===== src/design/cnn_pkg.sv =====
package cnn_pkg;

  // ------------------------------
  // word and accumulator widths
  // ------------------------------
  localparam int DATA_W = 32;
  localparam int ACC_W  = 64;

  // sums are rounded by adding SCALE/2 and dividing by this fixed-point scale
  localparam int SCALE = 128;

  // width of the write and read addresses
  localparam int ADDR_W = 16;

  typedef logic signed [DATA_W-1:0] data_t;
  typedef logic signed [ACC_W-1:0]  acc_t;

  // write port select codes where any unused code is dropped
  typedef enum logic [2:0] {
    SEL_IMG     = 3'd0,
    SEL_CONV_K  = 3'd1,
    SEL_CONV_B  = 3'd2,
    SEL_DENSE_K = 3'd3,
    SEL_DENSE_B = 3'd4
  } mem_sel_t;

  // top level sequencer states
  typedef enum logic [1:0] {
    ST_IDLE,
    ST_CONV,
    ST_POOL,
    ST_DENSE
  } infer_state_t;

endpackage


===== src/design/dense_stage.sv =====
`timescale 1ns/1ps

module dense_stage #(
  parameter int CONV_CH = 4,
  parameter int CLASSES = 4
) (
  input  logic                              clk,
  input  logic                              rst_n,
  input  logic                              start,
  input  cnn_pkg::data_t                    avg_data,
  input  cnn_pkg::data_t                    dense_k_data,
  input  cnn_pkg::data_t                    dense_b_data,
  output logic                              done,
  output logic [cnn_pkg::ADDR_W-1:0]        avg_addr,
  output logic [cnn_pkg::ADDR_W-1:0]        dense_k_addr,
  output logic [cnn_pkg::ADDR_W-1:0]        dense_b_addr,
  output logic [CLASSES*cnn_pkg::DATA_W-1:0] logits,
  output logic [$clog2(CLASSES)-1:0]        pred_index
);

  localparam int AW  = cnn_pkg::ADDR_W;
  localparam int DW  = cnn_pkg::DATA_W;
  localparam int PIW = $clog2(CLASSES);

  typedef enum logic [1:0] {S_IDLE, S_MAC, S_ARG} dense_state_t;

  dense_state_t   state;
  logic [AW-1:0]  cls, idx, k;
  cnn_pkg::acc_t  acc;
  cnn_pkg::acc_t  full;
  cnn_pkg::data_t logit_new;
  cnn_pkg::data_t cur;
  cnn_pkg::data_t best;

  assign avg_addr     = idx;
  assign dense_k_addr = AW'(int'(idx) * CLASSES + int'(cls));
  assign dense_b_addr = cls;

  // last product is folded in so the logit lands on the final mac cycle
  assign full = acc + cnn_pkg::acc_t'(avg_data) * cnn_pkg::acc_t'(dense_k_data);
  assign logit_new = cnn_pkg::data_t'((full + cnn_pkg::acc_t'(cnn_pkg::SCALE / 2)) /
                                       cnn_pkg::acc_t'(cnn_pkg::SCALE)) + dense_b_data;
  assign cur = cnn_pkg::data_t'(logits[int'(k)*DW +: DW]);

  always_ff @(posedge clk or negedge rst_n) begin
    if (!rst_n) begin
      state      <= S_IDLE;
      done       <= 1'b0;
      cls        <= '0;
      idx        <= '0;
      k          <= '0;
      acc        <= '0;
      best       <= '0;
      logits     <= '0;
      pred_index <= '0;
    end else begin
      done <= 1'b0;
      case (state)
        S_IDLE: if (start) state <= S_MAC;
        S_MAC: begin
          if (idx != AW'(CONV_CH - 1)) begin
            acc <= full;
            idx <= idx + 1'b1;
          end else begin
            acc <= '0;
            idx <= '0;
            logits[int'(cls)*DW +: DW] <= logit_new;
            if (cls != AW'(CLASSES - 1)) begin
              cls <= cls + 1'b1;
            end else begin
              cls   <= '0;
              state <= S_ARG;
            end
          end
        end
        S_ARG: begin
          // strict compare keeps the lowest index on a tie
          if (k == '0 || cur > best) begin
            best       <= cur;
            pred_index <= k[PIW-1:0];
          end
          if (k != AW'(CLASSES - 1)) begin
            k <= k + 1'b1;
          end else begin
            k     <= '0;
            state <= S_IDLE;
            done  <= 1'b1;
          end
        end
        default: state <= S_IDLE;
      endcase
    end
  end

endmodule


===== config.mk =====
export PLATFORM = sky130hd
export DESIGN_NAME = dense_stage
export DESIGN_NICKNAME = d
export VERILOG_FILES = /design/src/design/cnn_pkg.sv /design/src/design/dense_stage.sv
export SDC_FILE = /design/constraint.sdc
export NUM_CORES = 2
export LEC_CHECK = 0
export ABC_AREA = 1
export BUFFER_PORTS_ARGS = -buffer_cell sky130_fd_sc_hd__buf_2
export CAP_MARGIN = 0
export CORE_MARGIN = 5
export CORE_UTILIZATION = 59
export CTS_CLUSTER_SIZE = 20
export DETAILED_ROUTE_END_ITERATION = 8
export HOLD_SLACK_MARGIN = 0.03
export PLACE_DENSITY_LB_ADDON = 0.3
export SLEW_MARGIN = 5
export SYNTH_ARGS = -nofsm -noshare
export SYNTH_HDL_FRONTEND = slang
export SYNTH_SLANG_ARGS = --single-unit

===== constraint.sdc =====
create_clock -name clk -period 8.9 [get_ports clk]
set_clock_uncertainty 0.05 [all_clocks]
set_input_delay 0.445 -clock clk [delete_from_list [all_inputs] [get_ports clk]]
set_output_delay 0.445 -clock clk [all_outputs]
set_load 0.005 [all_outputs]

Yosys cells after proc, flatten, opt, wreduce, memory -nomap -nowiden. Index checks and enable logic that the tools add are counted.

Register bits: 277. Input port bits: 99. Output and inout port bits: 179. Word-level logic and storage cells: 53.

Add/sub/neg operators: 9. $mul: 1. $lt $le $gt $ge: 1. Eq/ne operators: 9. Shift-type cells: 3. Muxes and demuxes: 12. Bitwise operators: 2. Reductions and logical operators: 7.

Operator list (number): bitwise mux 128 bit (1); variable shift 32 x 33 -> 128 bit (first input constant) (1); variable part select 128 x 22 -> 32 bit (1); variable part select 32 x 33 -> 128 bit (1); adder 64 bit (1); adder 64 x 8 -> 64 bit (second input constant) (1); multiplier 32 x 32 -> 64 bit (1); two-way mux 64 bit (1); adder 16 x 1 -> 16 bit (second input constant) (3); two-way mux 16 bit (3); != test 16 x 2 -> 1 bit (second input constant) (3); negation 21 -> 33 bit (1); adder 32 x 1 -> 32 bit (1); adder 32 bit (1); > comparator 32 bit (1); adder 16 bit (1); logical NOT 16 bit (1); two-way mux 2 bit (4); != test 2 bit (second input constant) (4); OR reduction 7 bit (1); case mux 2 bit (3 select lines) (1); AND reduction 2 bit (2); AND reduction 4 bit (1); == test 2 x 1 -> 1 bit (second input constant) (1); other kinds (6) (7).

Depth between registers and ports, before layout.
Depth in word-level cells: 9. Mapped depth: 56. Mapped depth without buffers: 55.

Least setup slack after synthesis. No wires, ideal clock.

Path kind: in2reg. Start point: in avg_data[31]. End point: reg logits[114] in the netlist's numbering. Library setup time: 0.083 ns. Arrival time: 10.389 ns. Data required time: 8.767 ns. Setup slack: -1.621 ns. Stages on the path: 42. Buffers on the path: 1. Cell sequence: clkbuf_1 -> nand2_1 -> fa_1 -> fa_1 -> inv_1 -> fa_1 -> inv_1 -> fa_1 -> inv_1 -> fa_1 -> fa_1 -> fa_1 -> inv_1 -> fa_1 -> inv_1 -> ha_1 -> nand2_1 -> nor2_1 -> [... 6 more ...] -> xor2_1 -> nand2_1 -> nor2_1 -> nand2_1 -> nor2_1 -> nand4_1 -> nand2_1 -> nor2_1 -> fa_1 -> fa_1 -> a21oi_1 -> inv_1 -> a21oi_1 -> o21a_1 -> o21ai_0 -> xnor2_1 -> or2_2 -> o21ai_0.

Word-level cells in the longest chain between the ends: 8.

RTL lines: start, declared (RTL line dense_stage.sv:10) `input cnn_pkg::data_t avg_data,`; multiplier 32 x 32 -> 64 bit (*) (RTL line dense_stage.sv:40) `assign full = acc + cnn_pkg::acc_t'(avg_data) * cnn_pkg::acc_t'(dense_k_data);`; adder 64 bit (*) (RTL line dense_stage.sv:40); adder 64 x 8 -> 64 bit (*) (RTL line dense_stage.sv:41) `assign logit_new = cnn_pkg::data_t'((full + cnn_pkg::acc_t'(cnn_pkg::SCALE / 2)) /`; bitwise AND 1 bit (no source line); adder 32 x 1 -> 32 bit (no source line) (*); adder 32 bit (*) (RTL line dense_stage.sv:42) `cnn_pkg::acc_t'(cnn_pkg::SCALE)) + dense_b_data;`; variable part select 32 x 33 -> 128 bit (*) (RTL line dense_stage.sv:67) `logits[int'(cls)*DW +: DW] <= logit_new;`; bitwise mux 128 bit (*) (RTL line dense_stage.sv:67); end signal, assigned by index (RTL line dense_stage.sv:67); end, declared (RTL line dense_stage.sv:17) `output logic [CLASSES*cnn_pkg::DATA_W-1:0] logits,`.

Mark *: on every way between the ends. The rest lies on a longest branch, timed or not. A chain may end at the register's enable or synchronous reset.

Final worst setup path.
Start point: in dense_k_data[5]. End point: reg logits[126] in the netlist's numbering.

Word-level cells in the longest chain between the ends: 9.

RTL lines: start, declared (RTL line dense_stage.sv:11) `input cnn_pkg::data_t dense_k_data,`; multiplier 32 x 32 -> 64 bit (*) (RTL line dense_stage.sv:40); adder 64 bit (*) (RTL line dense_stage.sv:40); adder 64 x 8 -> 64 bit (*) (RTL line dense_stage.sv:41); OR reduction 7 bit (no source line); bitwise AND 1 bit (no source line); adder 32 x 1 -> 32 bit (no source line) (*); adder 32 bit (*) (RTL line dense_stage.sv:42); variable part select 32 x 33 -> 128 bit (*) (RTL line dense_stage.sv:67); bitwise mux 128 bit (*) (RTL line dense_stage.sv:67).

Marked as above.

==> out/results.ini <==
[run_status]
status=finished, violations left
violations=negative setup slack

[timing]
setup_viol=120
tightestPinTransition_ns=0.986
finalMaxSlewViolations=0
final.min_clock_period_ns=9.92
rsz0062_at_grt=true
finalSetupTns_ns=-70.39
max_slew_margin_pct=33.7
hold_viol=0
finalWorstSetupSlack_ns=-1.02
fin_crit_sh_pct=111
clock.fmax_mhz=101

[clock_network]
htree_levels=1
cts_tree=done
clkTransAtPathRegs_ns=0.06
clk-insertion-delay-late_ns=0.58
cts_num_sinks=277
cts-root-buf=clkbuf_16
cts-buffers-inserted=30
clock_path_buffers=3

[setup_path]
reg2regPathDepth=44
reg2reg_from=acc[25]$_DFFE_PN0N_
worst-path-buf-inv=13
cp-end-kind=flip-flop
ff2ff_setup_slack_ns=-0.87
crit_path_start_kind=input port
max_stage_delay_ns=0.60
path_class=in2reg
r2r-end=logits[126]$_DFFE_PN0P_
worstPathRequired_ns=9.35
cp.arrival_ns=10.37
cp_top_family=adder cells
cp_max_fo=5
cp_slowest_cell=fa_1
crit_path_frequent_cell=inv_2

[hold_path]
hold_depth=3
hold_end=state[0]$_DFFE_PN0P_
hp-class=in2reg
holdCritStartpoint=start

[final_layout]
drive_gt1_share_pct=19.2
area_growth_pct=20.9
fin_nets=9721
fin_cells=9434
postLayoutCoreUtil_pct=72.1

[global_routing]
grt_pass1_vias=53000
grt_pass1_wl_um=278000
overflow=0
antenna_found_initial=20
grt_max_degree=162
grt_use_total_pct=33.4

[routing]
vias=49800
drt_wl_total_um=171000
drt-pass1-iter-count=5
routed_via_density=5.28
drt_iter0_drc=3857
drc=0
post_drt_wl_per_cell_um=18.1
drtAntennaViolNets=0

[synth]
synth-edff-count=0
synth_area_mm2=0.0578
ys_types=55
synthTopCellsByCount=inv_1, nand2_1, fa_1
ys_warn_count=0
yosysSeqAreaShare_pct=12.0
synth_ff_type=dfrtp_1
synthesis.nets=8829
synth.largest_area_cell=fa_1
synthCells=7218
synth_area_leaders=fa_1, inv_1, dfrtp_1, nand2_1, ha_1
synth_most_common_cell=inv_1
syn_area_per_cell_um2=8.01
async_flop_share_pct=100
synth_top_area_share_pct=42.0
yosys_register_bits=277

[placement]
dp_hpwl_um=143000
io_buffers=277
pre_cts_ws_ns=-1.68
placed_cells_incl_taps=9282
gp_congestion=1.00

[die]
dieArea_mm2=0.104
die_h_um=323
io_pins=278
start_util_pct=59.6
coreArea_mm2=0.0970
die_w_um=323
rows=114

[run]
maxCapViolCount=0

[cell families (layout without fill, tap and decap cells)]
| family | count (synthesis) | after routing | share of synthesized area (%) |
|---|---|---|---|
| AOI/OAI and AO/OA | 588 | 588 | 5.64 |
| xor gates and xnor gates | 150 | 150 | 2.29 |
| adders and majority gates | 1512 | 1512 | 48.5 |
| buffers and inverters | 2333 | 3249 | 15.2 |
| DFF | 277 | 277 | 12.0 |
| muxes | 9 | 9 | 0.156 |
| other | 0 | 24 | 0 |
| and+or+nand+nor | 2349 | 2349 | 16.2 |
[routing by layer]
layer  routed length, um  track usage, %
met1               67200            44.4
met2               84900            57.0
met3               11400            4.45
met4                7420            11.8
met5                   0               0
[cell usage in the layout, fill, tap and decap left out, types with 13 or more instances in the layout]
cell type	n
a21oi_1	196
a21oi_2	24
buf_12	57
buf_2	260
buf_4	761
buf_6	43
clkbuf_16	32
dfrtp_1	276
diode_2	24
fa_1	1201
ha_1	271
ha_4	27
inv_1	2020
inv_2	41
nand2_1	1631
nand2_2	45
nand3_1	82
nand3_2	14
nand3b_1	13
nand4_1	36
nor2_1	373
nor2_2	35
nor3_1	22
nor4_1	21
o211ai_1	16
o21a_1	16
o21ai_0	147
o21ai_1	42
o21ai_2	60
o21bai_1	15
o22ai_1	36
or2_4	14
xnor2_1	42
xor2_1	76
[layout make-up]
cell class                      count  area (um2)
Sequential cell                   277        6930
Multi-Input combinational cell   4608       43800
Inverter                         2066        7770
Clock inverter                     12         123
Antenna cell                       24        60.1
Tap cell                         1276        1600
Clock buffer                       44         925
Timing Repair Buffer             1127        8740
Fill cell                        7337       27100
[worst max path at each step]
stage               cells past startpoint  slack (ns)                       to             from
detailed placement                     44       -1.68   logits[56]$_DFFE_PN0P_  dense_k_data[8]
CTS                                    51       -0.67   logits[28]$_DFFE_PN0P_     avg_data[31]
global placement                       44       -1.61   logits[56]$_DFFE_PN0P_  dense_k_data[8]
floorplan                              46       -0.63  logits[114]$_DFFE_PN0P_     avg_data[31]
global route                           49       -1.26   logits[62]$_DFFE_PN0P_     avg_data[31]
finish                                 47       -1.02  logits[126]$_DFFE_PN0P_  dense_k_data[5]
[per-stage QoR]
step	hold WS [ns]	instance area, um2
after floorplan	0.0994	58300
after global placement	0.415	66700
after detailed placement	0.420	66700
after CTS	0.133	69100
after global routing	0.139	69900
final	0.149	69900
[worst register-to-register path, delay by kind of cell (launching register included)]
family | cells | cell delay, ns
AND/OR/NAND/NOR | 16 | 1.71
adder cells (fa/ha/maj) | 11 | 5.22
XOR/XNOR | 2 | 0.38
multiplexers | 1 | 0.12
buffers and inverters | 9 | 0.70
flip-flops | 1 | 0.33
AO/OA/AOI/OAI | 5 | 1.16
[sequential cells by signal, summed over array words and instances, names as in the netlist]
name	cells
logits	128
state	2
acc	64
dense_b_addr	16
best	32
k	16
done	1
pred_index	2
avg_addr	16
[timing repair]
action                                  4_1_cts  5_1_grt
pin swaps                                   142      106
gates cloned                                  2        1
gates resized for setup                     245      173
endpoints found under the hold margin       116        0
endpoints found under the setup margin      124      125
setup buffers                                65       29
hold buffers                                  1        0
Power is left out: the tool's default activity adds up to more than one toggle a clock period on the data nets, which glitch-free logic cannot reach.
