## src/design/cnn_pkg.sv

```systemverilog
package cnn_pkg;

  // ------------------------------
  // word and accumulator widths
  // ------------------------------
  localparam int DATA_W = 32;
  localparam int ACC_W  = 64;

  // sums are rounded by adding SCALE/2 and dividing by this fixed-point scale
  localparam int SCALE = 128;

  // width of the write and read addresses
  localparam int ADDR_W = 16;

  typedef logic signed [DATA_W-1:0] data_t;
  typedef logic signed [ACC_W-1:0]  acc_t;

  // write port select codes where any unused code is dropped
  typedef enum logic [2:0] {
    SEL_IMG     = 3'd0,
    SEL_CONV_K  = 3'd1,
    SEL_CONV_B  = 3'd2,
    SEL_DENSE_K = 3'd3,
    SEL_DENSE_B = 3'd4
  } mem_sel_t;

  // top level sequencer states
  typedef enum logic [1:0] {
    ST_IDLE,
    ST_CONV,
    ST_POOL,
    ST_DENSE
  } infer_state_t;

endpackage

```

## src/design/pool_avg_stage.sv

```systemverilog
`timescale 1ns/1ps

module pool_avg_stage #(
  parameter int IMG_H   = 8,
  parameter int IMG_W   = 8,
  parameter int CONV_CH = 4
) (
  input  logic                       clk,
  input  logic                       rst_n,
  input  logic                       start,
  input  cnn_pkg::data_t             fm_data,
  input  logic [cnn_pkg::ADDR_W-1:0] avg_addr,
  output logic                       done,
  output logic [cnn_pkg::ADDR_W-1:0] fm_addr,
  output cnn_pkg::data_t             avg_data
);

  localparam int AW     = cnn_pkg::ADDR_W;
  localparam int PH     = IMG_H / 2;
  localparam int PW     = IMG_W / 2;
  localparam int NPOOL  = PH * PW;
  localparam int AVG_AW = $clog2(CONV_CH);

  typedef enum logic [1:0] {S_IDLE, S_SCAN, S_AVG} pool_state_t;

  pool_state_t    state;
  logic [AW-1:0]  ch, pr, pc;
  logic           dy, dx;
  cnn_pkg::data_t mx;
  cnn_pkg::data_t win_max;
  cnn_pkg::acc_t  sum;
  cnn_pkg::data_t avg;
  cnn_pkg::data_t avg_mem [CONV_CH];

  assign fm_addr = AW'(((2 * int'(pr) + int'(dy)) * IMG_W + 2 * int'(pc) + int'(dx)) *
                       CONV_CH + int'(ch));

  // the first word of each 2x2 window seeds its running max
  assign win_max = (!dy && !dx) ? fm_data : ((fm_data > mx) ? fm_data : mx);

  // signed division truncates toward zero
  assign avg = cnn_pkg::data_t'((sum + cnn_pkg::acc_t'(NPOOL / 2)) / cnn_pkg::acc_t'(NPOOL));

  always_ff @(posedge clk or negedge rst_n) begin
    if (!rst_n) begin
      state <= S_IDLE;
      done  <= 1'b0;
      ch    <= '0;
      pr    <= '0;
      pc    <= '0;
      dy    <= 1'b0;
      dx    <= 1'b0;
      mx    <= '0;
      sum   <= '0;
    end else begin
      done <= 1'b0;
      case (state)
        S_IDLE: if (start) state <= S_SCAN;
        S_SCAN: begin
          mx <= win_max;
          dx <= ~dx;
          if (dx) begin
            dy <= ~dy;
            if (dy) begin
              // window complete
              sum <= sum + cnn_pkg::acc_t'(win_max);
              if (pc != AW'(PW - 1)) begin
                pc <= pc + 1'b1;
              end else begin
                pc <= '0;
                if (pr != AW'(PH - 1)) begin
                  pr <= pr + 1'b1;
                end else begin
                  pr    <= '0;
                  state <= S_AVG;
                end
              end
            end
          end
        end
        S_AVG: begin
          sum <= '0;
          if (ch != AW'(CONV_CH - 1)) begin
            ch    <= ch + 1'b1;
            state <= S_SCAN;
          end else begin
            ch    <= '0;
            state <= S_IDLE;
            done  <= 1'b1;
          end
        end
        default: state <= S_IDLE;
      endcase
    end
  end

  always_ff @(posedge clk) begin
    if (state == S_AVG) avg_mem[ch[AVG_AW-1:0]] <= avg;
  end

  assign avg_data = avg_mem[avg_addr[AVG_AW-1:0]];

endmodule

```

## config.mk

```make
export PLATFORM = sky130hd
export DESIGN_NAME = pool_avg_stage
export DESIGN_NICKNAME = d
export VERILOG_FILES = /design/src/design/cnn_pkg.sv /design/src/design/pool_avg_stage.sv
export SDC_FILE = /design/constraint.sdc
export NUM_CORES = 1
export LEC_CHECK = 0
export BUFFER_PORTS_ARGS = -buffer_cell sky130_fd_sc_hd__buf_2
export CAP_MARGIN = 20
export CORE_MARGIN = 4
export CORE_UTILIZATION = 30
export CTS_CLUSTER_DIAMETER = 50
export DETAILED_ROUTE_END_ITERATION = 10
export GPL_TIMING_DRIVEN = 0
export SLEW_MARGIN = 40
export SYNTH_ARGS = -nofsm -noshare
export SYNTH_HDL_FRONTEND = slang
export SYNTH_SLANG_ARGS = --single-unit
```

## constraint.sdc

```tcl
create_clock -name clk -period 6 [get_ports clk]
set_input_delay 0.3 -clock clk [delete_from_list [all_inputs] [get_ports clk]]
set_output_delay 0.3 -clock clk [all_outputs]
set_load 0.01 [all_outputs]
```

# Word-level counts from Yosys, hierarchy flattened

Memory sizes are Yosys's and may differ from the RTL's.
Cells that the tools add are included.

Flip-flop bits (word level): 149
Output and inout port bits: 49
Memories: 1
Memory bits (writable): 128
Input bits: 51

Memories:

| name    | words | width | rd ports | clocked after Yosys merged registers in | wr ports | line                 | source |
|---|---|---|---|---|---|---|---|
| avg_mem | 4     | 32    | 1        | 0                                       | 1        | pool_avg_stage.sv:33 | `cnn_pkg::data_t avg_mem [CONV_CH];` |

Mux-type cells: 19
$add $sub $neg: 10
Bitwise operators: 4
Order comparisons: 1
Equal/unequal tests: 10
Reduce and logical (&&, ||, !) cells: 11

Operator list:

| operator                                                                  | number |
|---|---|
| 64-bit two-way mux                                                        | 2 |
| 64-bit one-hot mux with 2 select lines                                    | 1 |
| 64-bit by 32-bit adder with 64-bit output                                 | 1 |
| 64-bit by 5-bit adder with 64-bit output (second input constant)          | 1 |
| 32-bit two-way mux                                                        | 2 |
| 16-bit by 1-bit adder with 16-bit output (second input constant)          | 3 |
| 16-bit two-way mux                                                        | 3 |
| 16-bit by 2-bit inequality test with 1-bit output (second input constant) | 3 |
| 32-bit by 1-bit adder with 32-bit output                                  | 1 |
| 32-bit > comparator                                                       | 1 |
| 16-bit adder                                                              | 1 |
| 14-bit by 1-bit adder with 14-bit output                                  | 1 |
| 14-bit adder                                                              | 1 |
| 11-bit by 1-bit adder with 11-bit output                                  | 1 |
| 2-bit two-way mux                                                         | 5 |
| 2-bit inequality test (second input constant)                             | 5 |
| 2-bit one-hot mux with 3 select lines                                     | 1 |
| 3-bit AND reduction                                                       | 2 |
| 1-bit two-way mux                                                         | 5 |
| 5-bit AND reduction                                                       | 1 |
| 4-bit AND reduction                                                       | 1 |
| 4-bit OR reduction                                                        | 1 |
| 1-bit NOT                                                                 | 3 |
| 2-bit by 1-bit equality test with 1-bit output (second input constant)    | 1 |
| other kinds (7)                                                           | 8 |

# Logic depth before layout (Yosys ltp)

Word-level depth: 7
Mapped depth: 22

# Least setup slack after synthesis

No wires, ideal clock.

Path type: register -> register
From: reg mx[31]
To: reg sum[60]
Arrival: 5.302 ns
Clock period less this slack: 5.426 ns
Stages on the path, launching flop included: 19
Required time: 5.876 ns
Setup slack: 0.574 ns
Setup time: 0.124 ns
Path through: dfrtp_1 inv_1 ha_1 nand4_1 or4_1 or4_4 a21o_1 buf_2 mux2_1 ha_1 buf_2 nand4_1 or4_1 a2111oi_0 nor3_1 o31ai_2 a221oi_2 o2111a_1 a211o_1

Cells in the longest elaborated chain, start to end: 7

RTL lines:

| element                                   | line                 | source |
|---|---|---|
| start, declared                           | pool_avg_stage.sv:29 | `cnn_pkg::data_t mx;` |
| start signal, assigned                    | pool_avg_stage.sv:60 | `mx <= win_max;` |
| 32-bit > comparator                       | pool_avg_stage.sv:39 | `assign win_max = (!dy && !dx) ? fm_data : ((fm_data > mx) ? fm_data : mx);` |
| 32-bit two-way mux (2 in a row)           | pool_avg_stage.sv:39 |  |
| net win_max[26]                           | pool_avg_stage.sv:30 | `cnn_pkg::data_t win_max;` |
| 64-bit by 32-bit adder with 64-bit output | pool_avg_stage.sv:66 | `sum <= sum + cnn_pkg::acc_t'(win_max);` |
| 64-bit two-way mux                        | pool_avg_stage.sv:64 | `if (dy) begin` |
| 64-bit two-way mux                        | pool_avg_stage.sv:62 | `if (dx) begin` |
| 64-bit one-hot mux with 2 select lines    | pool_avg_stage.sv:57 | `case (state)` |
| end signal, assigned                      | pool_avg_stage.sv:66 |  |
| end, declared                             | pool_avg_stage.sv:31 | `cnn_pkg::acc_t sum;` |

The timed path passes the listed nets, and every way through them passes these cells. The select of a mux whose other input is x is not followed.
A chain may end at the register's enable or synchronous reset.

# Worst setup path after layout

Ends and elaborated chain as after synthesis.

==> PnR_summary.wiki <==
{| class="wikitable"
! Metric !! Value
|-
| Wire length of the first global-routing pass || 77100 µm
|-
| Async set-or-reset flop fraction in the synthesized netlist || 53.8%
|-
| Remaining design rule violation count || 0
|-
| Total number of vias || 14.3k
|-
| Number of clock buffers inserted by TritonCTS || 41
|-
| Switching share of power || 43.3%
|-
| Wirelength per Cell || 17.8 µm
|-
| Total grt overflow || 0
|-
| Crit end category || flip-flop
|-
| Count of antenna-violating nets left after detailed routing || 0
|-
| Count of flip-flops with a built-in enable after synthesis || 128
|-
| Chip width || 254 µm
|-
| Maximum buffer depth of the clock tree || 3
|-
| # setup viols final || 0
|-
| Sinks on the clock net || 277
|-
| Area taken by multi-input logic gates || 10300 µm²
|-
| Met1 Routed Length || 21800 µm
|-
| Area of the mapped netlist || 18200 µm²
|-
| Max-cap viol count || 0
|-
| Most common cell after layout, fill and taps aside || dfrtp_1
|-
| Gate power share || 52.8%
|-
| Post-layout net count || 2097
|-
| Relative slew margins || 49.3%
|-
| Ratio of final minimum period to clock period || 96.0%
|-
| Maximum vdd ir drop || 193 µV
|-
| # placed instances || 2630
|-
| Pin count of the biggest net entering global routing || 70
|-
| Amount of wire on met3 after detailed routing || 2060 µm
|-
| DIE AREA || 64700 µm²
|-
| Initial antenna violation count || 3
|-
| Height of the chip || 254 µm
|-
| Power density cells || 495 nW/µm²
|-
| Via count of the first global-routing pass || 14.4k
|-
| Total internal power || 6.02 mW
|-
| Fraction of final layout cells with drive strength greater than 1 || 16.1%
|-
| Std-Cell Core Area || 60200 µm²
|-
| Initial Utilization || 30.2%
|-
| Clk_skew || 0.0617 ns
|-
| Hold Violations, Final || 0
|-
| Final max-slew violation count || 0
|-
| Initial detailed-routing violation count || 1019
|-
| Count of fill cells added during filler insertion || 5963
|-
| Number of standard cells in the layout, taps in and fillers out || 2714
|-
| Post-synthesis area per instance || 10.4 µm²
|-
| Data required time of the critical path || 6.45 ns
|-
| Data arrival time of the critical path || 6.20 ns
|-
| Total of flip-flops plus latches after synthesis || 277
|-
| GRT Resource Usage Total || 14.7%
|-
| Total nets after synthesis || 1955
|-
| Run status || finished, final reports clean
|-
| Share of power burned in registers || 26.0%
|-
| Area grow syn2layout || 17.7%
|-
| Highest-count cells in the layout ignoring fill and taps || dfrtp_1, ha_1, edfxtp_1
|-
| Power after layout || 10.6 mW
|-
| Shortest period the worst path allows || 5.76 ns
|-
| Critical path buffers and inverters || 4
|-
| Portion of the post-synthesis area used by sequential elements || 41.6%
|-
| Pin slew with the least headroom to its limit || 0.760 ns
|-
| DRT Wirelength || 48300 µm
|-
| Clock Power Share || 21.2%
|-
| Number of I/O pins || 100
|-
| Setup repair after global routing missed its margin || false
|-
| Amount of wire on met2 after detailed routing || 23300 µm
|-
| Number of distinct standard cells referenced by the synthesized netlist || 83
|-
| Post-synthesis instance total || 1759
|-
| Leakage power || 8.75 nW
|-
| Switching power || 4.59 mW
|-
| Final GP Congestion || 0.903
|-
| Total number of yosys warnings || 0
|-
| Primary FF master, synth || dfrtp_1
|-
| Kind of cell adding the most delay to the critical path || compound AO/OA/AOI/OAI gates
|-
| Clock tree from TritonCTS || built
|-
| Highest routed metal layer || met4
|-
| Skew-Pair Late Insertion Delay || 0.58 ns
|-
| H-tree lvl count || 2
|-
| Worst Path Max Fanout || 10
|-
| Classification of the worst-slack hold path || in -> reg
|-
| Detailed placer's ending HPWL || 36100 µm
|-
| Standard-cell rows || 90
|-
| Peak per-stage delay on the critical path || 0.63 ns
|-
| I/O Buffers || 84
|-
| Router iterations before antenna repair || 5
|-
| Class of the most critical setup path || reg -> reg
|-
| Clock Tree Root || clkbuf_16
|-
| Achievable Freq || 174 MHz
|-
| Cells along the critical path || inv_1, ha_4, nand4_1, or4_4, a41oi_4, nor2_1, xor2_1, a21o_4, buf_6, mux2_2, ha_4, nand4_1, buf_4, nor3_2, a211oi_2, buf_4, a2111oi_4, nor3_4, o31ai_4, a221oi_4, o2111a_1, a211o_1
|-
| FF/Latch Area || 7570 µm²
|-
| Library cell contributing the largest single delay on the critical path || or4_4
|-
| Number of vias per cell || 5.25
|-
| Critical Path Start Type || flip-flop
|-
| Clk pin slew, worst setup/hold paths || 0.05 ns
|}
## final timing paths
path	slack [ns]	depth (start not counted)	start	end
max	0.24	22	mx[31]$_DFFE_PN0P_	sum[60]$_DFFE_PN0P_
min	0.15	3	fm_data[18]	mx[18]$_DFFE_PN0P_
max reg2reg	0.24	22	mx[31]$_DFFE_PN0P_	sum[60]$_DFFE_PN0P_
min reg2reg	0.48	1	pc[15]$_DFFE_PN0P_	pc[15]$_DFFE_PN0P_
max in group asynchronous	5.16	3	rst_n	mx[14]$_DFFE_PN0P_
min in group asynchronous	0.22	2	rst_n	sum[51]$_DFFE_PN0P_
## power groups by stage
stage	clock [mW]	sequential (mW)	combinational [mW]
after detailed placement	0	2.78	5.18
after CTS	2.31	2.74	5.39
after floorplan	0	2.65	4.02
after global placement	0	2.76	5.10
after global routing	2.38	2.80	6.20
final	2.24	2.76	5.60
## layer usage
layer | track usage, % | vias up
li1 | - | 6890
met1 | 19.1 | 6993
met2 | 25.3 | 295
met3 | 2.40 | 74
met4 | 4.37 | 0
met5 | 0 | -
## layout make-up
| class | count | share of cell area (%) |
|---|---|---|
| Buffer | 79 | 1.61 |
| Inverter | 72 | 1.30 |
| Timing Repair Buffer | 99 | 2.92 |
| Tap cell | 782 | 4.56 |
| Clock inverter | 27 | 1.11 |
| Clock buffer | 46 | 4.92 |
| Multi-Input combinational cell | 1331 | 48.2 |
| Sequential cell | 277 | 35.3 |
| Antenna cell | 1 | 0.0117 |
## cells in the mapped netlist, drive strengths merged, types with 12 or more instances
library cell / n / area (µm²)
dfrtp: 149 / 3730
ha: 142 / 1780
edfxtp: 128 / 3840
nand2: 122 / 458
o21ai: 113 / 566
xnor2: 103 / 902
nand3: 102 / 510
a21oi: 99 / 499
nor2: 73 / 274
inv: 72 / 270
mux2: 63 / 713
clkbuf: 60 / 225
nand4: 58 / 363
xor2: 58 / 508
a21o: 48 / 360
mux4: 32 / 721
and3: 30 / 193
nor3: 30 / 160
o21bai: 22 / 165
buf: 19 / 91.3
nor4: 18 / 128
and2: 17 / 106
o211ai: 17 / 128
o31ai: 12 / 95.1
## cell families (layout without fill, tap and decap cells)
family / after synthesis / count (layout) / synth area share, %
AOI/OAI and AO/OA: 409 / 409 / 14.5
xor gates and xnor gates: 161 / 161 / 7.74
adders and majority gates: 145 / 145 / 10.1
buffers and inverters: 151 / 323 / 3.22
DFF: 277 / 277 / 41.6
muxes: 98 / 98 / 8.04
other: 0 / 1 / 0
and+or+nand+nor: 518 / 518 / 14.8
## state kept, by name, summed over array words and instances (netlist names)
signal	cells
pr	16
pc	16
dy	1
done	1
mx	32
state	2
ch	16
dx	1
sum	64
avg_mem	128
## worst min-delay path: cells and delay by family
kind / cells / cell delay [ns]
buffers and inverters: 1 / 0.11
muxes: 2 / 0.28
## through the flow
stage	hold slack [ns]	TNS (ns)	area (µm²)	util, %	worst slack, ns
floorplan	0.00441	0	18200	-	0.574
global placement	0.465	-16.69	19600	32.6	-0.976
detailed placement	0.176	-18.00	19800	32.8	-1.00
CTS	0.109	-0.0772	21200	35.2	-0.0772
global route	0.145	0	21400	35.6	0.0225
finish	0.147	0	21400	35.6	0.242
## what timing repair did
action | 4_1_cts | 5_1_grt
endpoints found under the setup margin | 40 | 59
setup buffers | 6 | 3
hold endpoints to repair | 149 | 0
resized for setup | 25 | 38
pin swaps | 5 | 11
hold buffers | 1 | 0
Power figures use the tool's default switching activity.
