===== src/design/cnn_pkg.sv =====
package cnn_pkg;

  // ------------------------------
  // word and accumulator widths
  // ------------------------------
  localparam int DATA_W = 32;
  localparam int ACC_W  = 64;

  // sums are rounded by adding SCALE/2 and dividing by this fixed-point scale
  localparam int SCALE = 128;

  // width of the write and read addresses
  localparam int ADDR_W = 16;

  typedef logic signed [DATA_W-1:0] data_t;
  typedef logic signed [ACC_W-1:0]  acc_t;

  // write port select codes where any unused code is dropped
  typedef enum logic [2:0] {
    SEL_IMG     = 3'd0,
    SEL_CONV_K  = 3'd1,
    SEL_CONV_B  = 3'd2,
    SEL_DENSE_K = 3'd3,
    SEL_DENSE_B = 3'd4
  } mem_sel_t;

  // top level sequencer states
  typedef enum logic [1:0] {
    ST_IDLE,
    ST_CONV,
    ST_POOL,
    ST_DENSE
  } infer_state_t;

endpackage


===== src/design/infer_ctrl.sv =====
`timescale 1ns/1ps

module infer_ctrl (
  input  logic clk,
  input  logic rst_n,
  input  logic start,
  input  logic conv_done,
  input  logic pool_done,
  input  logic dense_done,
  output logic conv_start,
  output logic pool_start,
  output logic dense_start,
  output logic done
);

  cnn_pkg::infer_state_t state;

  // stage kicks last one cycle and a start while busy is dropped
  assign conv_start  = (state == cnn_pkg::ST_IDLE) && start;
  assign pool_start  = (state == cnn_pkg::ST_CONV) && conv_done;
  assign dense_start = (state == cnn_pkg::ST_POOL) && pool_done;

  always_ff @(posedge clk or negedge rst_n) begin
    if (!rst_n) begin
      state <= cnn_pkg::ST_IDLE;
      done  <= 1'b0;
    end else begin
      case (state)
        cnn_pkg::ST_IDLE: begin
          if (start) begin
            done  <= 1'b0;
            state <= cnn_pkg::ST_CONV;
          end
        end
        cnn_pkg::ST_CONV: if (conv_done) state <= cnn_pkg::ST_POOL;
        cnn_pkg::ST_POOL: if (pool_done) state <= cnn_pkg::ST_DENSE;
        cnn_pkg::ST_DENSE: begin
          if (dense_done) begin
            done  <= 1'b1;
            state <= cnn_pkg::ST_IDLE;
          end
        end
        default: state <= cnn_pkg::ST_IDLE;
      endcase
    end
  end

endmodule


===== config.mk =====
export PLATFORM = sky130hd
export DESIGN_NAME = infer_ctrl
export DESIGN_NICKNAME = d
export VERILOG_FILES = /design/src/design/cnn_pkg.sv /design/src/design/infer_ctrl.sv
export SDC_FILE = /design/constraint.sdc
export NUM_CORES = 1
export LEC_CHECK = 0
export CAP_MARGIN = 20
export CORE_AREA = 2 2 39 41
export CTS_BUF_LIST = sky130_fd_sc_hd__clkbuf_4 sky130_fd_sc_hd__clkbuf_8
export DETAILED_ROUTE_END_ITERATION = 16
export DIE_AREA = 0 0 41 43
export DONT_BUFFER_PORTS = 1
export GPL_TIMING_DRIVEN = 0
export PLACE_DENSITY = 0.34
export SLEW_MARGIN = 20
export SYNTH_ARGS = -nofsm -noshare
export SYNTH_HDL_FRONTEND = slang
export SYNTH_SLANG_ARGS = --single-unit

===== constraint.sdc =====
create_clock -name clk -period 1.5 [get_ports clk]
set_input_delay 0.3 -clock clk [delete_from_list [all_inputs] [get_ports clk]]
set_output_delay 0.3 -clock clk [all_outputs]
set_load 0.005 [all_outputs]

# Yosys cells after proc, flatten, opt, wreduce, memory -nomap -nowiden
# Index checks and enable logic that the tools add are counted.
dict set report totals {
  mem_bits_ro 0
  output_inout_bits 4
  input_bits 6
  mem_bits_rw 0
  latch_bits 0
  register_bits 3
  n_memories 0
}
dict set report op_classes {
  add_sub_neg 0
  shift 0
  n_eq_ne 7
  n_mul 0
  muxes 8
  n_reduce_logical 7
  div_mod_pow 0
  n_bitwise 0
  order_cmp 0
}
# operator n
set ops {}
lappend ops {{2-to-1 mux 2 bit} 4}
lappend ops {{!= test 2 bit (second input constant)} 4}
lappend ops {{case mux 2 bit (4 select lines)} 1}
lappend ops {{== test 2 bit (second input constant)} 2}
lappend ops {{AND reduction 4 bit} 1}
lappend ops {{logical AND 1 bit} 3}
lappend ops {{AND reduction 3 bit} 1}
lappend ops {{== test 2 x 1 -> 1 bit (second input constant)} 1}
lappend ops {{logical NOT 2 bit} 1}
lappend ops {{2-to-1 mux 1 bit} 2}
lappend ops {{case mux 1 bit (2 select lines)} 1}
lappend ops {{nonzero test 2 bit} 1}

# Depth between registers and ports, before layout
# Gate-level depths: netlist of the first run.
dict set report logic_depth {
  ltp_word 3
  ltp_mapped 5
  depth_no_buf 5
}

# Least setup slack after synthesis of the first run
# OpenSTA, ideal clock, no wires.
dict set report synth_path {
  kind {register -> register}
  start {reg state[0]}
  end {reg state[1]}
  n_path_buf 0
  setup_ns 0.125
  setup_slack_ns -0.079
  arrival_time_ns 1.453
  required_time_ns 1.375
  synth_period_minus_slack_ns 1.579
  path_stages_with_launch 6
  path_cell_list {dfrtp_1 -> inv_1 -> ha_1 -> nor2b_4 -> a2111oi_4 -> mux2_4}
}
dict set report synth_between {
  elab_chain_len 3
}
# element line_no
set synth_lines {}
lappend synth_lines {{from (decl)} infer_ctrl.sv:16} ;# cnn_pkg::infer_state_t state;
lappend synth_lines {{from (signal assigned)} infer_ctrl.sv:25} ;# state <= cnn_pkg::ST_IDLE;
lappend synth_lines {{from (signal assigned)} infer_ctrl.sv:32} ;# state <= cnn_pkg::ST_CONV;
lappend synth_lines {{from (signal assigned)} infer_ctrl.sv:35} ;# cnn_pkg::ST_CONV: if (conv_done) state <= cnn_pkg::ST_POOL;
lappend synth_lines {{== test 2 bit, or another cell as far along} infer_ctrl.sv:28} ;# case (state)
lappend synth_lines {{!= test 2 bit (no line)} --}
lappend synth_lines {{AND reduction 4 bit (no line)} --}
# Parallel ways exist; a longest one is shown, timed or not.
# A chain may end at the register's enable or synchronous reset.

# Worst setup path in the final report of the first run
dict set report layout_path {
  start {reg state[1]}
  end {reg state[1]}
}
# The elaborated chain is that of the path after synthesis.

==> run summary, run 1 <==
### Critical path
* data arrival time of the critical path: 1.67 ns
* Worst path top cell family by delay: flip-flops
* largest fanout of any net on the critical path: 4
* logic depth of the worst path, buffers included: 4
* worst-path cell with the longest stage delay: sky130_fd_sc_hd__dfrtp_2
* series of cell instances along the critical path: ha_4 > nor2b_4 > a2111oi_4 > mux2_4
* Largest stage delay, worst path: 0.45 ns
* nature of the critical path startpoint: flop
* depth of the worst register-to-register path: 4
* required time of the critical path: 1.61 ns
* WP buf/inv: 0
* Crit Path Class: flop to flop
* endpoint type of the worst setup path: flop

### Timing
* Post-Route Hold Slack: 0.289 ns
* setup TNS: -0.0986 ns
* Max Clk Rate: 0.639 GHz
* clock tree skew after final layout: 0.00192 ns
* max-slew violation count: 0
* ratio of final minimum period to clock period: 104%
* fin crit period: 1.56 ns
* final-report hold violation count: 0
* unrepaired setup endpoints after global routing: true
* worst slew slack as a fraction of its limit: 80.1%
* slew of the pin with the lowest slew margin: 0.299 ns
* setup ws final: -0.0638 ns
* Finish-stage setup viols: 2

### Logic synthesis
* synth warn: 0
* xor and xnor area share after synthesis: 0%
* dominant combinational cell family by area after synthesis: adder cells
* Post-Syn Nets: 35
* post-synthesis instance total: 24
* Compound-Gate Fraction of Synth Area: 13.8%
* Post-Syn Area per Cell: 11.3 sq um
* Netlist cell types: 12
* count of state elements after synthesis: 3
* cell area after technology mapping: 272 sq um
* fraction of the mapped netlist area in simple logic gates: 18.4%
* portion of the post-synthesis area used by sequential elements: 27.6%
* share of cell area taken by muxes after synthesis: 12.9%
* adder-cell share of the synthesized area: 23.0%

### Die
* std cell rows: 14
* Top-Level Pins: 10
* die height: 43 microns
* die extent in x: 41 microns
* CORE AREA: 1380 sq um
* total die area: 1760 sq um
* initial standard-cell utilization of the core: 19.6%

### Detailed routing
* DRT iter0 DRCs: 1
* average detailed-routed wire length per instance: 11.0 microns
* number of detailed-route iterations in the first pass: 2
* DRC violation count after routing: 0
* post-DR vias/cell: 3.92
* Routed Antenna Nets: 0
* final routed wirelength across all metal layers: 563 microns
* via total after detailed routing: 200

### Clock tree
* sinks on the clock net: 3
* buffers from clock root to sink, at most: 2
* CTS HTree Levels: 1
* Clk pin slew, worst setup/hold paths: 0.04 ns
* CTS tree: built
* Num CTS Buffers: 3
* clock insertion delay at the later pin of the skew report: 0.23 ns
* cell chosen for the clock root: sky130_fd_sc_hd__clkbuf_4

### GRT
* global-route wire length before repair: 759 microns
* antenna violations before repair: 0
* remaining global-route overflow: 0
* overall routing resource usage: 6.53%
* via count of the first global-routing pass: 199
* largest net degree at the start of global routing: 5

### Run status
* violated checks: negative setup slack
* status: finished, violations left

### Cells and area
* share of cells above drive strength 1: 68.6%
* number of inserted diodes: 0
* total area of multi-input combinational cells: 230 sq um
* Area growth, synth to finish: 57.1%
* most common cell after layout, fill and taps aside: sky130_fd_sc_hd__buf_4
* number of nets in the layout: 47
* post-layout utilization of the core: 30.8%
* Storage cell area: 77.6 sq um
* most frequent cells in the layout: 6 x sky130_fd_sc_hd__buf_4, 4 x sky130_fd_sc_hd__clkbuf_4, 3 x sky130_fd_sc_hd__nor2b_4
* Fill cells: 151

### Place
* number of port buffers: 0
* placed wire-length estimate after detailed placement: 427 microns
* Routability Congestion: 0.541

### Flow run
* maxcap violations: 0

### Hold path
* instance count along the most critical hold path: 2
* worst min path class: primary input to flop

### Pwr
* pwr dens: 2130 nW/um^2
* maximum ir drop on the vdd rail: 0.000438 V
* leakage dissipation: 0.190 nW

state kept, by name, indices dropped and copies added (netlist names):
signal	flops
done	1
state	2
power breakdown:
group	switching [mW]	total (mW)	internal, mW
Sequential	0.0663	0.197	0.131
Combinational	0.211	0.557	0.346
Clock	0.0372	0.155	0.117
Total	0.314	0.909	0.595
synthesized netlist by cell type:
library cell	count	area [sq um]
sky130_fd_sc_hd__and2_2	1	7.51
sky130_fd_sc_hd__nor2b_4	1	13.8
sky130_fd_sc_hd__and2_1	2	12.5
sky130_fd_sc_hd__a2111oi_4	1	27.5
sky130_fd_sc_hd__ha_1	5	62.6
sky130_fd_sc_hd__nor2b_1	2	12.5
sky130_fd_sc_hd__mux2_4	1	15.0
sky130_fd_sc_hd__mux2i_1	2	20.0
sky130_fd_sc_hd__dfrtp_1	3	75.1
sky130_fd_sc_hd__inv_1	3	11.3
sky130_fd_sc_hd__a21oi_1	2	10.0
sky130_fd_sc_hd__nor2_1	1	3.75
path summary, 6_finish.rpt:
check	startpoint	slack, ns	to
setup / recovery	state[1]	-0.06	state[1]
min in group asynchronous	rst_n	0.32	state[1]
hold reg to reg	done	0.61	done
max in group asynchronous	rst_n	1.02	state[0]
hold / removal	dense_done	0.29	done
setup reg to reg	state[1]	-0.06	state[1]
through the flow:
stage	power [mW]	instance area (sq um)	setup WS [ns]	instances
6_report	0.909	427	-0.0638	51
3_3_place_gp	0.553	307	-0.121	40
5_1_grt	0.997	427	-0.148	51
3_5_place_dp	0.570	307	-0.146	40
2_1_floorplan	0.494	287	-0.0286	24
4_1_cts	0.801	372	-0.0742	48
logic make-up (layout without fill, tap and decap cells):
family                   count (synthesis)  count (layout)
AND/OR/NAND/NOR                          7               7
adder cells (fa/ha/maj)                  5               5
buffers and inverters                    3              14
flip-flops                               3               3
multiplexers                             3               3
AO/OA/AOI/OAI                            3               3
layer usage:
metal	GRT usage, %	part of all wire (%)	wire (microns)
met1	8.06	35	198
met2	9.69	58	328
met3	1.57	6.4	36
met4	4.00	0	0
met5	0	0	0
area by class of cell:
| cell class | count | area share [%] |
|---|---|---|
| clock buffers | 4 | 7.04 |
| inverters | 3 | 3.23 |
| multi-input cells | 18 | 54.0 |
| flip-flops and latches | 3 | 18.2 |
| well taps | 16 | 4.69 |
| repair buffers | 7 | 12.9 |
worst register-to-register path: cells and delay by family, from the launching register on:
kind	cells	cell delay, ns
flops	1	0.45
compound gates	1	0.35
mux	1	0.33
fa+ha+maj	1	0.18
simple gates	1	0.13
repair_timing:
| action | CTS | global route |
|---|---|---|
| pin swaps | 2 | 1 |
| endpoints found under the hold margin | 3 | 0 |
| hold buffers | 1 | 0 |
| endpoints found under the setup margin | 2 | 3 |
| buffers inserted | 3 | 3 |
| gates resized for setup | 1 | 7 |
Power figures use the tool's default switching activity.
==> run 2, diff against run 1 <==
--- a/config.mk
+++ b/config.mk
@@ -12,7 +12,7 @@
 export DIE_AREA = 0 0 41 43
 export DONT_BUFFER_PORTS = 1
 export GPL_TIMING_DRIVEN = 0
-export PLACE_DENSITY = 0.34
+export PLACE_DENSITY_LB_ADDON = 0.12
 export SLEW_MARGIN = 20
 export SYNTH_ARGS = -nofsm -noshare
 export SYNTH_HDL_FRONTEND = slang
==> run 2 against run 1 <==
Non-clock buffer count rose by 3. Maximum frequency fell by 0.98%. Final area rose by 7.3%. Highest routed layer unchanged. Largest power group unchanged. Clock skew fell by 0.0012 ns. Power rose by 7.7%. Core utilization rose by 2.3 points. Clock power barely moved. Combinational power rose by 18%. Final cell count rose by 5.9%. First-iteration DRC count fell by 100%. Setup slack got worse by 0.015 ns. Critical endpoint unchanged. The run still ends with negative setup slack left. Register-to-register slack got worse by 0.02 ns.
==> run summary, run 2 (same netlist as run 1, synthesis figures left out) <==
### Die
* die height: 43 microns
* die extent in x: 41 microns
* total die area: 1760 sq um
* Top-Level Pins: 10
* std cell rows: 14
* CORE AREA: 1380 sq um
* initial standard-cell utilization of the core: 19.6%

### Timing
* ratio of final minimum period to clock period: 105%
* max-slew violation count: 0
* Post-Route Hold Slack: 0.268 ns
* Max Clk Rate: 0.633 GHz
* Finish-stage setup viols: 1
* unrepaired setup endpoints after global routing: true
* setup ws final: -0.0793 ns
* slew of the pin with the lowest slew margin: 0.333 ns
* fin crit period: 1.58 ns
* final-report hold violation count: 0
* setup TNS: -0.0793 ns
* worst slew slack as a fraction of its limit: 77.8%
* clock tree skew after final layout: 0.000695 ns

### Place
* instance count after placement with tap cells included: 40
* Cell Area, Placed: 307 sq um
* Routability Congestion: 0.584
* number of port buffers: 0
* worst setup slack before clock tree synthesis: -0.132 ns
* placed wire-length estimate after detailed placement: 386 microns

### Clock tree
* clock insertion delay at the later pin of the skew report: 0.23 ns
* buffers from clock root to sink, at most: 2
* Num CTS Buffers: 3
* sinks on the clock net: 3
* cell chosen for the clock root: sky130_fd_sc_hd__clkbuf_4
* CTS HTree Levels: 1
* Clk pin slew, worst setup/hold paths: 0.03 ns
* CTS tree: built

### Critical path
* data arrival time of the critical path: 1.68 ns
* Largest stage delay, worst path: 0.42 ns
* Crit Path Class: flop to flop
* series of cell instances along the critical path: ha_2 > nor2b_4 > a2111oi_4 > mux2_4
* Worst path top cell family by delay: flip-flops
* required time of the critical path: 1.61 ns
* largest fanout of any net on the critical path: 4
* endpoint type of the worst setup path: flop
* nature of the critical path startpoint: flop
* worst-path cell with the longest stage delay: sky130_fd_sc_hd__dfrtp_1
* WP buf/inv: 0

### Flow run
* maxcap violations: 0

### GRT
* largest net degree at the start of global routing: 5
* via count of the first global-routing pass: 220
* global-route wire length before repair: 786 microns
* remaining global-route overflow: 0
* antenna violations before repair: 0
* overall routing resource usage: 7.05%

### Cells and area
* Area growth, synth to finish: 68.7%
* share of cells above drive strength 1: 65.8%
* number of inserted diodes: 0
* max reg flops: 2
* most common cell after layout, fill and taps aside: sky130_fd_sc_hd__buf_4
* non-filler instance count after layout: 54
* Post-Layout Inst Area: 458 sq um
* number of nets in the layout: 50
* Top reg by flops: state
* most frequent cells in the layout: 8 x sky130_fd_sc_hd__buf_4, 4 x sky130_fd_sc_hd__clkbuf_4, 3 x sky130_fd_sc_hd__nor2b_4, 3 x sky130_fd_sc_hd__ha_4, 3 x sky130_fd_sc_hd__dfrtp_1
* post-layout utilization of the core: 33.1%
* top flop regs: state: 2 flops, done: 1 flops

### Detailed routing
* DRT iter0 DRCs: 0
* number of detailed-route iterations in the first pass: 1
* Routed Antenna Nets: 0
* final routed wirelength across all metal layers: 579 microns
* post-DR vias/cell: 3.91
* average detailed-routed wire length per instance: 10.7 microns
* DRC violation count after routing: 0
* via total after detailed routing: 211

### Pwr
* pwr dens: 2140 nW/um^2
* maximum ir drop on the vdd rail: 0.000446 V
* leakage dissipation: 0.210 nW
* overall power: 979 uW

### Run status
* violated checks: negative setup slack
* status: finished, violations left

### Hold path
* worst min path class: primary input to flop

run 2: cell type report:
type                    instances  area (sq um)
inverters                       3          11.3
clock buffers                   4          30.0
well taps                      16          20.0
fillers                       149           926
multi-input cells              18           240
repair buffers                 10          81.3
flip-flops and latches          3          75.1
run 2: worst paths after layout:
path / startpoint / to / slack [ns] / depth (start not counted)
max: state[1] / state[1] / -0.08 / 4
min: dense_done / done / 0.27 / 2
max reg2reg: state[1] / state[1] / -0.08 / 4
min reg2reg: done / done / 0.58 / 2
max in group asynchronous: rst_n / state[1] / 1.03 / 1
min in group asynchronous: rst_n / done / 0.32 / 1
run 2: routing by layer:
layer / part of all wire, % / global-route usage, % / up-vias
li1: - / - / 105
met1: 26 / 5.84 / 100
met2: 65 / 11.6 / 6
met3: 8.5 / 3.14 / 0
met4: 0 / 6.00 / 0
met5: 0 / 0 / -
run 2: power breakdown:
group	switching [mW]	total, mW	internal [mW]
sequential	0.0436	0.169	0.125
clock	0.0368	0.154	0.117
combinational	0.253	0.656	0.403
total	0.333	0.979	0.646
run 2: repair_timing:
action / 4_1_cts / 5_1_grt
buffers inserted: 3 / 6
endpoints found under the hold margin: 3 / 0
gates resized for setup: 2 / 5
pin swaps: 2 / 2
hold buffers: 1 / 0
endpoints found under the setup margin: 2 / 2
